## config.mk

```make
export PLATFORM = sky130hd
export DESIGN_NAME = inst_buffer
export DESIGN_NICKNAME = d
export VERILOG_FILES = /design/src/hw/front_pkg.sv /design/src/hw/inst_buffer.sv
export VERILOG_INCLUDE_DIRS = /design/src /design/src/hw
export SDC_FILE = /design/constraint.sdc
export NUM_CORES = 1
export LEC_CHECK = 0
export BUFFER_PORTS_ARGS = -buffer_cell sky130_fd_sc_hd__buf_2
export CAP_MARGIN = 40
export CORE_MARGIN = 4
export CORE_UTILIZATION = 30
export CTS_BUF_LIST = sky130_fd_sc_hd__clkbuf_4 sky130_fd_sc_hd__clkbuf_8 sky130_fd_sc_hd__clkbuf_16
export CTS_CLUSTER_SIZE = 14
export DETAILED_ROUTE_END_ITERATION = 16
export GPL_ROUTABILITY_DRIVEN = 1
export PLACE_DENSITY = 0.46
export SYNTH_ARGS = -nofsm -noshare
export SYNTH_HDL_FRONTEND = slang
export SYNTH_SLANG_ARGS = --single-unit
```

## constraint.sdc

```tcl
create_clock -name cpu_clk -period 20.1 [get_ports cpu_clk]
set_clock_uncertainty 0.2 [all_clocks]
set_input_delay 5.025 -clock cpu_clk [delete_from_list [all_inputs] [get_ports cpu_clk]]
set_output_delay 5.025 -clock cpu_clk [all_outputs]
set_load 0.02 [all_outputs]
```

## src/hw/front_settings.svh

```systemverilog
`ifndef FRONT_SETTINGS_SVH
`define FRONT_SETTINGS_SVH

// ********************
// datapath widths
// ********************
`define FRONT_XLEN 32

// ********************
// storage sizes
// ********************
`define FRONT_BTB_DEPTH 16
`define FRONT_BUF_DEPTH 8

// ********************
// reset and exceptions
// ********************
`define FRONT_RESET_PC 32'h1c000000
`define FRONT_ECODE_ADEF 7'h08

`endif

```

## src/hw/front_pkg.sv

```systemverilog
`include "front_settings.svh"

package front_pkg;

    // one fetch slot of 97 bits
    typedef struct packed {
        logic                   pred_taken;
        logic [`FRONT_XLEN-1:0] pred_addr;
        logic [`FRONT_XLEN-1:0] pc;
        logic [`FRONT_XLEN-1:0] inst;
    } fetch_slot_t;

    // aligned pair as returned by the icache
    typedef struct packed {
        fetch_slot_t [1:0] slot;
        logic              is_exception;
        logic [6:0]        exception_cause;
    } fetch_pkt_t;

    // execute stage branch result, one per lane
    typedef struct packed {
        logic                   valid;
        logic                   is_branch;
        logic [`FRONT_XLEN-1:0] pc;
        logic                   real_taken;
        logic [`FRONT_XLEN-1:0] real_addr;
        logic [`FRONT_XLEN-1:0] pred_addr;
    } bpu_update_t;

    typedef struct packed {
        logic                   hit;
        logic                   taken;     // counter msb
        logic [`FRONT_XLEN-1:0] target;
    } bank_hit_t;

    typedef enum logic [1:0] {
        strong_nt = 2'b00,
        weak_nt   = 2'b01,
        weak_t    = 2'b10,
        strong_t  = 2'b11
    } ctr_state_e;

    typedef enum logic [1:0] {
        seq   = 2'b00,
        pred  = 2'b01,
        flush = 2'b10
    } redirect_src_e;

endpackage

```

## src/hw/inst_buffer.sv

```systemverilog
`timescale 1ns/1ps
`include "front_settings.svh"

module inst_buffer
(
    input  logic                  cpu_clk,
    input  logic                  rst_n,
    input  logic                  flush,
    input  logic                  wr_valid,
    input  front_pkg::fetch_pkt_t wr_pkt,
    input  logic                  get_data_req,
    output front_pkg::fetch_pkt_t rd_pkt,
    output logic                  data_valid,
    output logic                  stall
);
    localparam int DEPTH = `FRONT_BUF_DEPTH;
    localparam int PTR_W = $clog2(DEPTH);
    localparam int CNT_W = PTR_W + 1;

    front_pkg::fetch_pkt_t mem [DEPTH];

    logic [PTR_W-1:0] wr_ptr;
    logic [PTR_W-1:0] rd_ptr;
    logic [CNT_W-1:0] count;
    logic             full;
    logic             empty;
    logic             push;
    logic             pop;

    assign full  = (count == CNT_W'(DEPTH));
    assign empty = (count == '0);
    assign push  = wr_valid & ~full;
    assign pop   = get_data_req & ~empty;    // pops only count when valid

    // ********************
    // pointers and count
    // ********************
    always_ff @(posedge cpu_clk or negedge rst_n)
    begin
        if (!rst_n)
        begin
            wr_ptr <= '0;
            rd_ptr <= '0;
            count  <= '0;
        end
        else if (flush)
        begin
            wr_ptr <= '0;    // same-cycle write is dropped
            rd_ptr <= '0;
            count  <= '0;
        end
        else
        begin
            if (push)
                wr_ptr <= wr_ptr + 1'b1;    // wraps at depth
            if (pop)
                rd_ptr <= rd_ptr + 1'b1;
            case ({push, pop})
                2'b10:   count <= count + 1'b1;
                2'b01:   count <= count - 1'b1;
                default: count <= count;
            endcase
        end
    end

    always_ff @(posedge cpu_clk)
    begin
        if (push && !flush)
            mem[wr_ptr] <= wr_pkt;
    end

    assign rd_pkt     = mem[rd_ptr];    // async head read
    assign data_valid = ~empty;
    assign stall      = full;

endmodule

```

==> results of run 1 <==
power by group through the flow:
stage | Sequential, W | Clock [W] | Combinational, W
after floorplan | 0.00397 | 0 | 0.00131
after global placement | 0.00397 | 0 | 0.00176
after detailed placement | 0.00398 | 0 | 0.00183
after CTS | 0.00391 | 0.00330 | 0.00183
after global routing | 0.00391 | 0.00345 | 0.00191
final | 0.00390 | 0.00319 | 0.00177
logic make-up after synthesis:
logic type	after synthesis	synth area share
buffers and inverters	120	0.0126
AO/OA/AOI/OAI	11	0.00145
XOR/XNOR	6	0.000857
multiplexers	610	0.186
AND/OR/NAND/NOR	41	0.00345
adder cells (fa/ha/maj)	4	0.000816
flip-flops	1626	0.795
cells in the mapped netlist, types with 2 or more instances:
master / count / share of area
nand2b_1: 5 / 0.00051
ha_1: 4 / 0.00082
mux4_2: 404 / 0.15
inv_1: 2 / 0.00012
mux2i_1: 4 / 0.00065
buf_2: 15 / 0.0012
clkbuf_1: 51 / 0.0031
dfrtp_1: 10 / 0.0041
xor2_1: 3 / 0.00043
buf_6: 40 / 0.0073
nor3_1: 4 / 0.00033
a21oi_1: 4 / 0.00033
mux2_2: 202 / 0.037
edfxtp_1: 1616 / 0.79
nor2_1: 15 / 0.00092
xnor2_1: 3 / 0.00043
nand2_1: 5 / 0.00031
and3b_1: 2 / 0.00029
nand4b_1: 2 / 0.00029
buf_1: 11 / 0.00067
nand3_1: 4 / 0.00033
registers in the layout, summed over array words and instances (netlist names):
| signal | flops |
|---|---|
| count | 4 |
| mem | 1616 |
| rd_ptr | 3 |
| wr_ptr | 3 |
worst paths after layout:
path,endpoint,startpoint,slack (ps),depth (start not counted)
setup / recovery,rd_pkt[127],rd_ptr[0],9830,6
hold / removal,wr_ptr[0],wr_ptr[0],430,2
setup reg to reg,mem[1][76],count[0],15180,8
hold reg to reg,wr_ptr[0],wr_ptr[0],430,2
max in group asynchronous,rd_ptr[2],rst_n,15580,1
min in group asynchronous,wr_ptr[0],rst_n,3880,1
routing by layer:
layer  vias up  GRT usage
met1     14600      0.162
met2       672      0.238
met5         -          0
met3       282     0.0392
li1      11600          -
met4        24     0.0425
area by class of cell:
| class | count | area, sq um | area share |
|---|---|---|---|
| sequential | 1626 | 48800 | 0.667 |
| multi-input combinational | 672 | 11900 | 0.162 |
| clock buffer | 201 | 4610 | 0.0630 |
| tap | 2672 | 3340 | 0.0457 |
| timing repair buffer | 489 | 3260 | 0.0445 |
| clock inverter | 122 | 1230 | 0.0169 |
| antenna | 26 | 65.1 | 0.000889 |
| inverter | 2 | 7.51 | 0.000103 |
stage by stage:
stage | instance area [sq um] | hold slack, ps
4_1_cts | 73100 | 430
5_1_grt | 73100 | 490
6_report | 73200 | 432
3_5_place_dp | 67300 | 414
2_1_floorplan | 61400 | 346
3_3_place_gp | 66500 | 364
critical path, stage by stage (launching register included):
cell	delay (ps)
dfrtp_4	820
buf_12	620
buf_4	790
buf_4	610
mux4_2	560
mux2_2	310
buf_2	170
==> results.cfg, run 1 <==
[final_layout]
layoutNonFillerInstCount = 5810
area_delta_synth_final_pct = 19.3
final.fill_count = 18500
layout_common_cells = edfxtp_1, buf_2, mux4_2, mux2_2, clkbuf_16
drive_gt1_frac = 0.448
fin_nets = 3178
final_util = 0.361
final_common_cell = edfxtp_1

[synthesis]
syn-cell-area_sq_mm = 0.0614
postSynth.asyncResetShare = 0.00615
synth_edf_count = 1616
synthCells = 2418
avgSynthCellArea_sq_um = 25.4
yosys_warnings = 0
yosysSeqAreaShare = 0.795
ys_dominant_reg_cell = edfxtp_1
ys_types = 33
syn-num-nets = 2629
ys_ff_latch = 1626

[drt]
drt-initial-drc-count = 1851
route.met2.wl_um = 74600
top_layer_used = met5
first_pass_iters = 5
drc = 0
drt_wl_total_um = 144000
vias = 27100
wl_per_cell_um = 24.9
wl_met3_um = 9070
drt-vias-per-instance = 4.67
ant_nets = 0
met1_length_um = 57000

[die]
rows = 165
dieArea_sq_mm = 0.212
core_area_sq_mm = 0.203
io_pins = 411
die_w_um = 460
initial_core_util = 0.303
fp.dieH_um = 460

[setup_path]
cp_max_fo = 101
crit_arrival_ps = 5050
cp-start-kind = register
cp-end-kind = primary output
crit_required_ps = 14880
worst-setup-path-type = register to primary output

[sta]
tns_ps = 0
fin_crit_ps = 10270
setup_viol = 0
rsz0062_at_grt = false
worstMarginPinSlew_ps = 992
final_hold_viol_count = 0
clock.fmax_mhz = 97.3
drv_slew = 0
period_share = 0.511
fin_ws_ps = 9830
slew_headroom = 0.339

[place]
place_congestion = 0.686
dpl.hpwl_um = 83100
place_inst = 5461
pre_cts_slack_ps = 10450
portBuffers = 410

[grt]
grt_usage = 0.136
grt_max_degree = 108
grt_overflow = 0
grt_antenna_before_repair = 60
grt_pass1_vias = 29900
grt_pass1_wl_um = 209000

[power]
intPower_w = 0.00655
power.total_w = 0.00886
peakVddDrop_uv = 76.7
pwr-share-comb = 0.199
clkPwrFrac = 0.360
p_leak_nw = 22.8
netSwitchingPower_w = 0.00231
swShare = 0.261
seqPwrFrac = 0.440
p_per_area_mw_per_mm2 = 121

[cts]
postCtsSetupBuffers = 0
numCtsBuffers = 176
cts_num_sinks = 1626
insertion_delay_ps = 820
cts.path.max_buffers = 3
root_buffer = clkbuf_16
cts_tree = built
cts_resized = 0
htreeDepth = 4
cts.clk_slew.worst_paths_ps = 60
holdBufCountCts = 0

[status]
status = finished clean

[min_path]
hp-class = register to register

[run]
max_cap_violations = 0
No activity file was read; power rests on OpenSTA's default activity.
==> inputs of run 2 (changes only) <==
==> constraint.sdc (replaced) <==
create_clock -name cpu_clk -period 10.3 [get_ports cpu_clk]
set_clock_uncertainty 0.2 [all_clocks]
set_input_delay 2.575 -clock cpu_clk [delete_from_list [all_inputs] [get_ports cpu_clk]]
set_output_delay 2.575 -clock cpu_clk [all_outputs]
set_load 0.02 [all_outputs]
==> results.cfg, run 2 (synthesis results as in run 1) <==
[drt]
drt_wl_total_um = 144000
drc = 0
ant_nets = 0
vias = 27000
wl_per_cell_um = 24.9
drt-vias-per-instance = 4.69
first_pass_iters = 6
drt-initial-drc-count = 1795

[sta]
worstMarginPinSlew_ps = 1400
fin_crit_ps = 7190
rsz0062_at_grt = false
drv_slew = 0
slew_headroom = 0.0644
tns_ps = 0
setup_viol = 0
fin_hold_ws_ps = 410
clock.fmax_mhz = 139
period_share = 0.698
final_hold_viol_count = 0

[setup_path]
crit_arrival_ps = 4420
cp-end-kind = primary output
crit_required_ps = 7530
cp_slowest_cell = dfrtp_4
cp_max_fo = 155
max_stage_delay_ps = 900
cp-start-kind = register
worst-setup-path-type = register to primary output
path_cells = buf_12 > buf_4 > mux4_2 > mux2_2 > buf_2

[die]
initial_core_util = 0.303
core_area_sq_mm = 0.203
fp.dieH_um = 460
rows = 165
io_pins = 411
die_w_um = 460
dieArea_sq_mm = 0.212

[final_layout]
layoutNonFillerInstCount = 5763
area_delta_synth_final_pct = 18.3
top_regs = mem (1616), count (4)
largest_reg_flops = 1616
final_util = 0.358
drive_gt1_frac = 0.443
final_common_cell = edfxtp_1
layout_common_cells = edfxtp_1, buf_2, mux4_2, mux2_2, clkbuf_16
fin_nets = 3147
top_register = mem

[cts]
postCtsSetupBuffers = 0
insertion_delay_ps = 810
holdBufCountCts = 0
cts_resized = 0
cts.clk_slew.worst_paths_ps = 60
cts_tree = built
root_buffer = clkbuf_16
numCtsBuffers = 176
htreeDepth = 4
cts.path.max_buffers = 3
cts_num_sinks = 1626

[power]
peakVddDrop_uv = 158
power.total_w = 0.0172
p_per_area_mw_per_mm2 = 237
p_leak_nw = 22.6

[grt]
grt_pass1_wl_um = 207000
grt_overflow = 0
grt_max_degree = 156
grt_usage = 0.135
grt_antenna_before_repair = 52
grt_pass1_vias = 29600

[place]
dpl.hpwl_um = 76100
portBuffers = 410
place_congestion = 0.675
place_inst = 5430

[run]
max_cap_violations = 0

[min_path]
hp-class = register to register

[status]
status = finished clean
==> run 2: cell types whose count changed in the layout (fill, tap and decap cells not counted), sizes merged <==
cell      change
bufinv        -1
clkinv       -19
buf          -31
diode         -8
clkbuf       +18
clkinvlp      -9
inv           +3
==> run 2: worst max-delay path, delay by kind of cell (launching register included) <==
| kind | cells | cell delay (ps) |
|---|---|---|
| buffers and inverters | 3 | 1420 |
| DFF | 1 | 900 |
| muxes | 2 | 690 |
==> run 2: final cells by class <==
type / instances / area (sq um)
Inverter: 2 / 7.51
Clock inverter: 96 / 956
Fill cell: 18500 / 130000
Timing Repair Buffer: 458 / 2810
Sequential cell: 1626 / 48800
Clock buffer: 219 / 4780
Multi-Input combinational cell: 672 / 11900
Tap cell: 2672 / 3340
Antenna cell: 18 / 45.0
==> run 2: stage by stage <==
stage / instance area (sq um) / setup slack (ps)
6_report: 72600 / 3110
5_1_grt: 72600 / 2930
4_1_cts: 72600 / 3130
3_5_place_dp: 66800 / 4060
3_3_place_gp: 66600 / 4120
2_1_floorplan: 61400 / -2470
==> run 2: metal layers <==
metal  track usage  share of wire
met4        0.0360          0.022
met5             0         0.0011
met1         0.165           0.41
met2         0.234           0.51
met3        0.0388          0.064
==> run 2: power by group <==
part	internal (W)	total (W)	switching, W
clock network	0.00369	0.00620	0.00251
registers	0.00752	0.00760	0.0000846
logic	0.00158	0.00342	0.00184
total	0.0128	0.0172	0.00443
==> run 2: path summary, 6_finish.rpt <==
path / start / end / slack [ps] / cells after the start
setup / recovery: rd_ptr[1] / rd_pkt[120] / 3110 / 5
min in group asynchronous: rst_n / count[3] / 1440 / 1
max in group asynchronous: rst_n / rd_ptr[2] / 8190 / 1
hold reg to reg: wr_ptr[0] / wr_ptr[0] / 410 / 2
hold / removal: wr_ptr[0] / wr_ptr[0] / 410 / 2
setup reg to reg: count[0] / mem[1][128] / 6590 / 5
==> inputs of run 3 (changes only) <==
==> constraint.sdc (replaced) <==
create_clock -name cpu_clk -period 6.9 [get_ports cpu_clk]
set_clock_uncertainty 0.2 [all_clocks]
set_input_delay 1.725 -clock cpu_clk [delete_from_list [all_inputs] [get_ports cpu_clk]]
set_output_delay 1.725 -clock cpu_clk [all_outputs]
set_load 0.02 [all_outputs]
==> results.cfg, run 3 (synthesis results as in run 1) <==
[drt]
drt-vias-per-instance = 4.72
wl_per_cell_um = 25.2
drt_wl_total_um = 146000
drt-initial-drc-count = 1914
drc = 0
vias = 27300
first_pass_iters = 5
ant_nets = 0

[cts]
numCtsBuffers = 177
holdBufCountCts = 0
htreeDepth = 4
cts_num_sinks = 1626
root_buffer = clkbuf_16
cts.path.max_buffers = 3
cts_resized = 0
postCtsSetupBuffers = 0
insertion_delay_ps = 810
cts_tree = built
cts.clk_slew.worst_paths_ps = 60

[grt]
grt_usage = 0.138
grt_antenna_before_repair = 49
grt_overflow = 0
grt_max_degree = 97
grt_pass1_wl_um = 211000
grt_pass1_vias = 29800

[place]
dpl.hpwl_um = 82300
pre_cts_slack_ps = 2200
place_congestion = 0.699
portBuffers = 410

[setup_path]
crit_arrival_ps = 3220
worst-setup-path-type = register to primary output
cp_slowest_cell = dfrtp_4
cp_max_fo = 83
path_cells = buf_12 > buf_12 > mux4_2 > mux2_2 > buf_2
rrSetupSlack_ps = 3390
cp-start-kind = register
crit_required_ps = 4970
cp-end-kind = primary output
max_stage_delay_ps = 710
crit_top_cell = buf_12

[sta]
slew_headroom = 0.368
fin_ws_ps = 1760
rsz0062_at_grt = false
period_share = 0.745
worstMarginPinSlew_ps = 948
fin_crit_ps = 5140
clock.fmax_mhz = 194
setup_viol = 0
drv_slew = 0
final_hold_viol_count = 0

[power]
seqPwrFrac = 0.438
netSwitchingPower_w = 0.00670
pwr-share-comb = 0.201
clkPwrFrac = 0.361
swShare = 0.259
p_per_area_mw_per_mm2 = 354
peakVddDrop_uv = 224
p_leak_nw = 22.8
intPower_w = 0.0192

[final_layout]
final_util = 0.360
area_delta_synth_final_pct = 19.0
final_common_cell = edfxtp_1
top_register = mem
final.fill_count = 18500
seqCellArea_sq_mm = 0.0488
layout_common_cells = edfxtp_1, buf_2, mux4_2, mux2_2, clkbuf_16
largest_reg_flops = 1616
fin_nets = 3175
top_regs = mem (1616), count (4)
drive_gt1_frac = 0.447
multiInputGateArea_sq_mm = 0.0119

[die]
rows = 165
dieArea_sq_mm = 0.212
core_area_sq_mm = 0.203
io_pins = 411
initial_core_util = 0.303
die_w_um = 460
fp.dieH_um = 460

[run]
max_cap_violations = 0

[min_path]
hp-class = register to register

[status]
status = finished clean
[run 3: changes by cell type in the layout (fill, tap and decap cells not counted), moves of 2 or more]
cell	delta
inv_16	-2
clkbuf_4	+2
clkinv_2	-5
clkinv_16	+3
buf_12	+8
buf_4	+21
clkinv_1	+8
clkinv_8	+5
inv_6	-4
[run 3: path summary, 6_finish.rpt]
path / startpoint / end / cells past startpoint
max: rd_ptr[1] / rd_pkt[111] / 5
min: wr_ptr[0] / wr_ptr[0] / 2
max reg2reg: count[1] / mem[0][22] / 6
min reg2reg: wr_ptr[0] / wr_ptr[0] / 2
max in group asynchronous: rst_n / rd_ptr[0] / 1
min in group asynchronous: rst_n / count[3] / 1
[run 3: cell type report]
| cell class | count | area share |
|---|---|---|
| Tap cell | 2672 | 0.0458 |
| Clock buffer | 222 | 0.0660 |
| Timing Repair Buffer | 485 | 0.0423 |
| Multi-Input combinational cell | 672 | 0.163 |
| Inverter | 2 | 0.000103 |
| Antenna cell | 19 | 0.000651 |
| Clock inverter | 101 | 0.0145 |
| Sequential cell | 1626 | 0.668 |
[run 3: through the flow]
stage / total power [W] / instances / TNS (ps) / hold WS [ps] / instance area, sq um
final: 0.0259 / 5799 / 0 / 416 / 73000
after global routing: 0.0271 / 5786 / 0 / 460 / 73000
after CTS: 0.0264 / 5780 / 0 / 419 / 73000
after detailed placement: 0.0169 / 5457 / 0 / 397 / 67100
after global placement: 0.0168 / 5450 / 0 / 375 / 67000
after floorplan: 0.0154 / 2418 / -1878320 / 352 / 61400
[run 3: worst max-delay path: cells and delay by family, from the launching register on]
kind                   cells  cell delay, ps
DFF                        1             710
muxes                      2             700
buffers and inverters      3             900
[run 3: per-layer routing]
| layer | vias to the layer above | share of wire | global-route usage |
|---|---|---|---|
| li1 | 11600 | - | - |
| met1 | 14800 | 0.40 | 0.168 |
| met2 | 663 | 0.51 | 0.237 |
| met3 | 257 | 0.057 | 0.0380 |
| met4 | 22 | 0.026 | 0.0436 |
| met5 | - | 0.00086 | 0 |
[run 3: power by group through the flow]
stage               Clock [W]  Sequential (W)  Combinational (W)
finish                0.00934          0.0113            0.00521
global placement            0          0.0116            0.00519
CTS                   0.00967          0.0113            0.00540
global route           0.0101          0.0114            0.00563
floorplan                   0          0.0115            0.00383
detailed placement          0          0.0115            0.00538
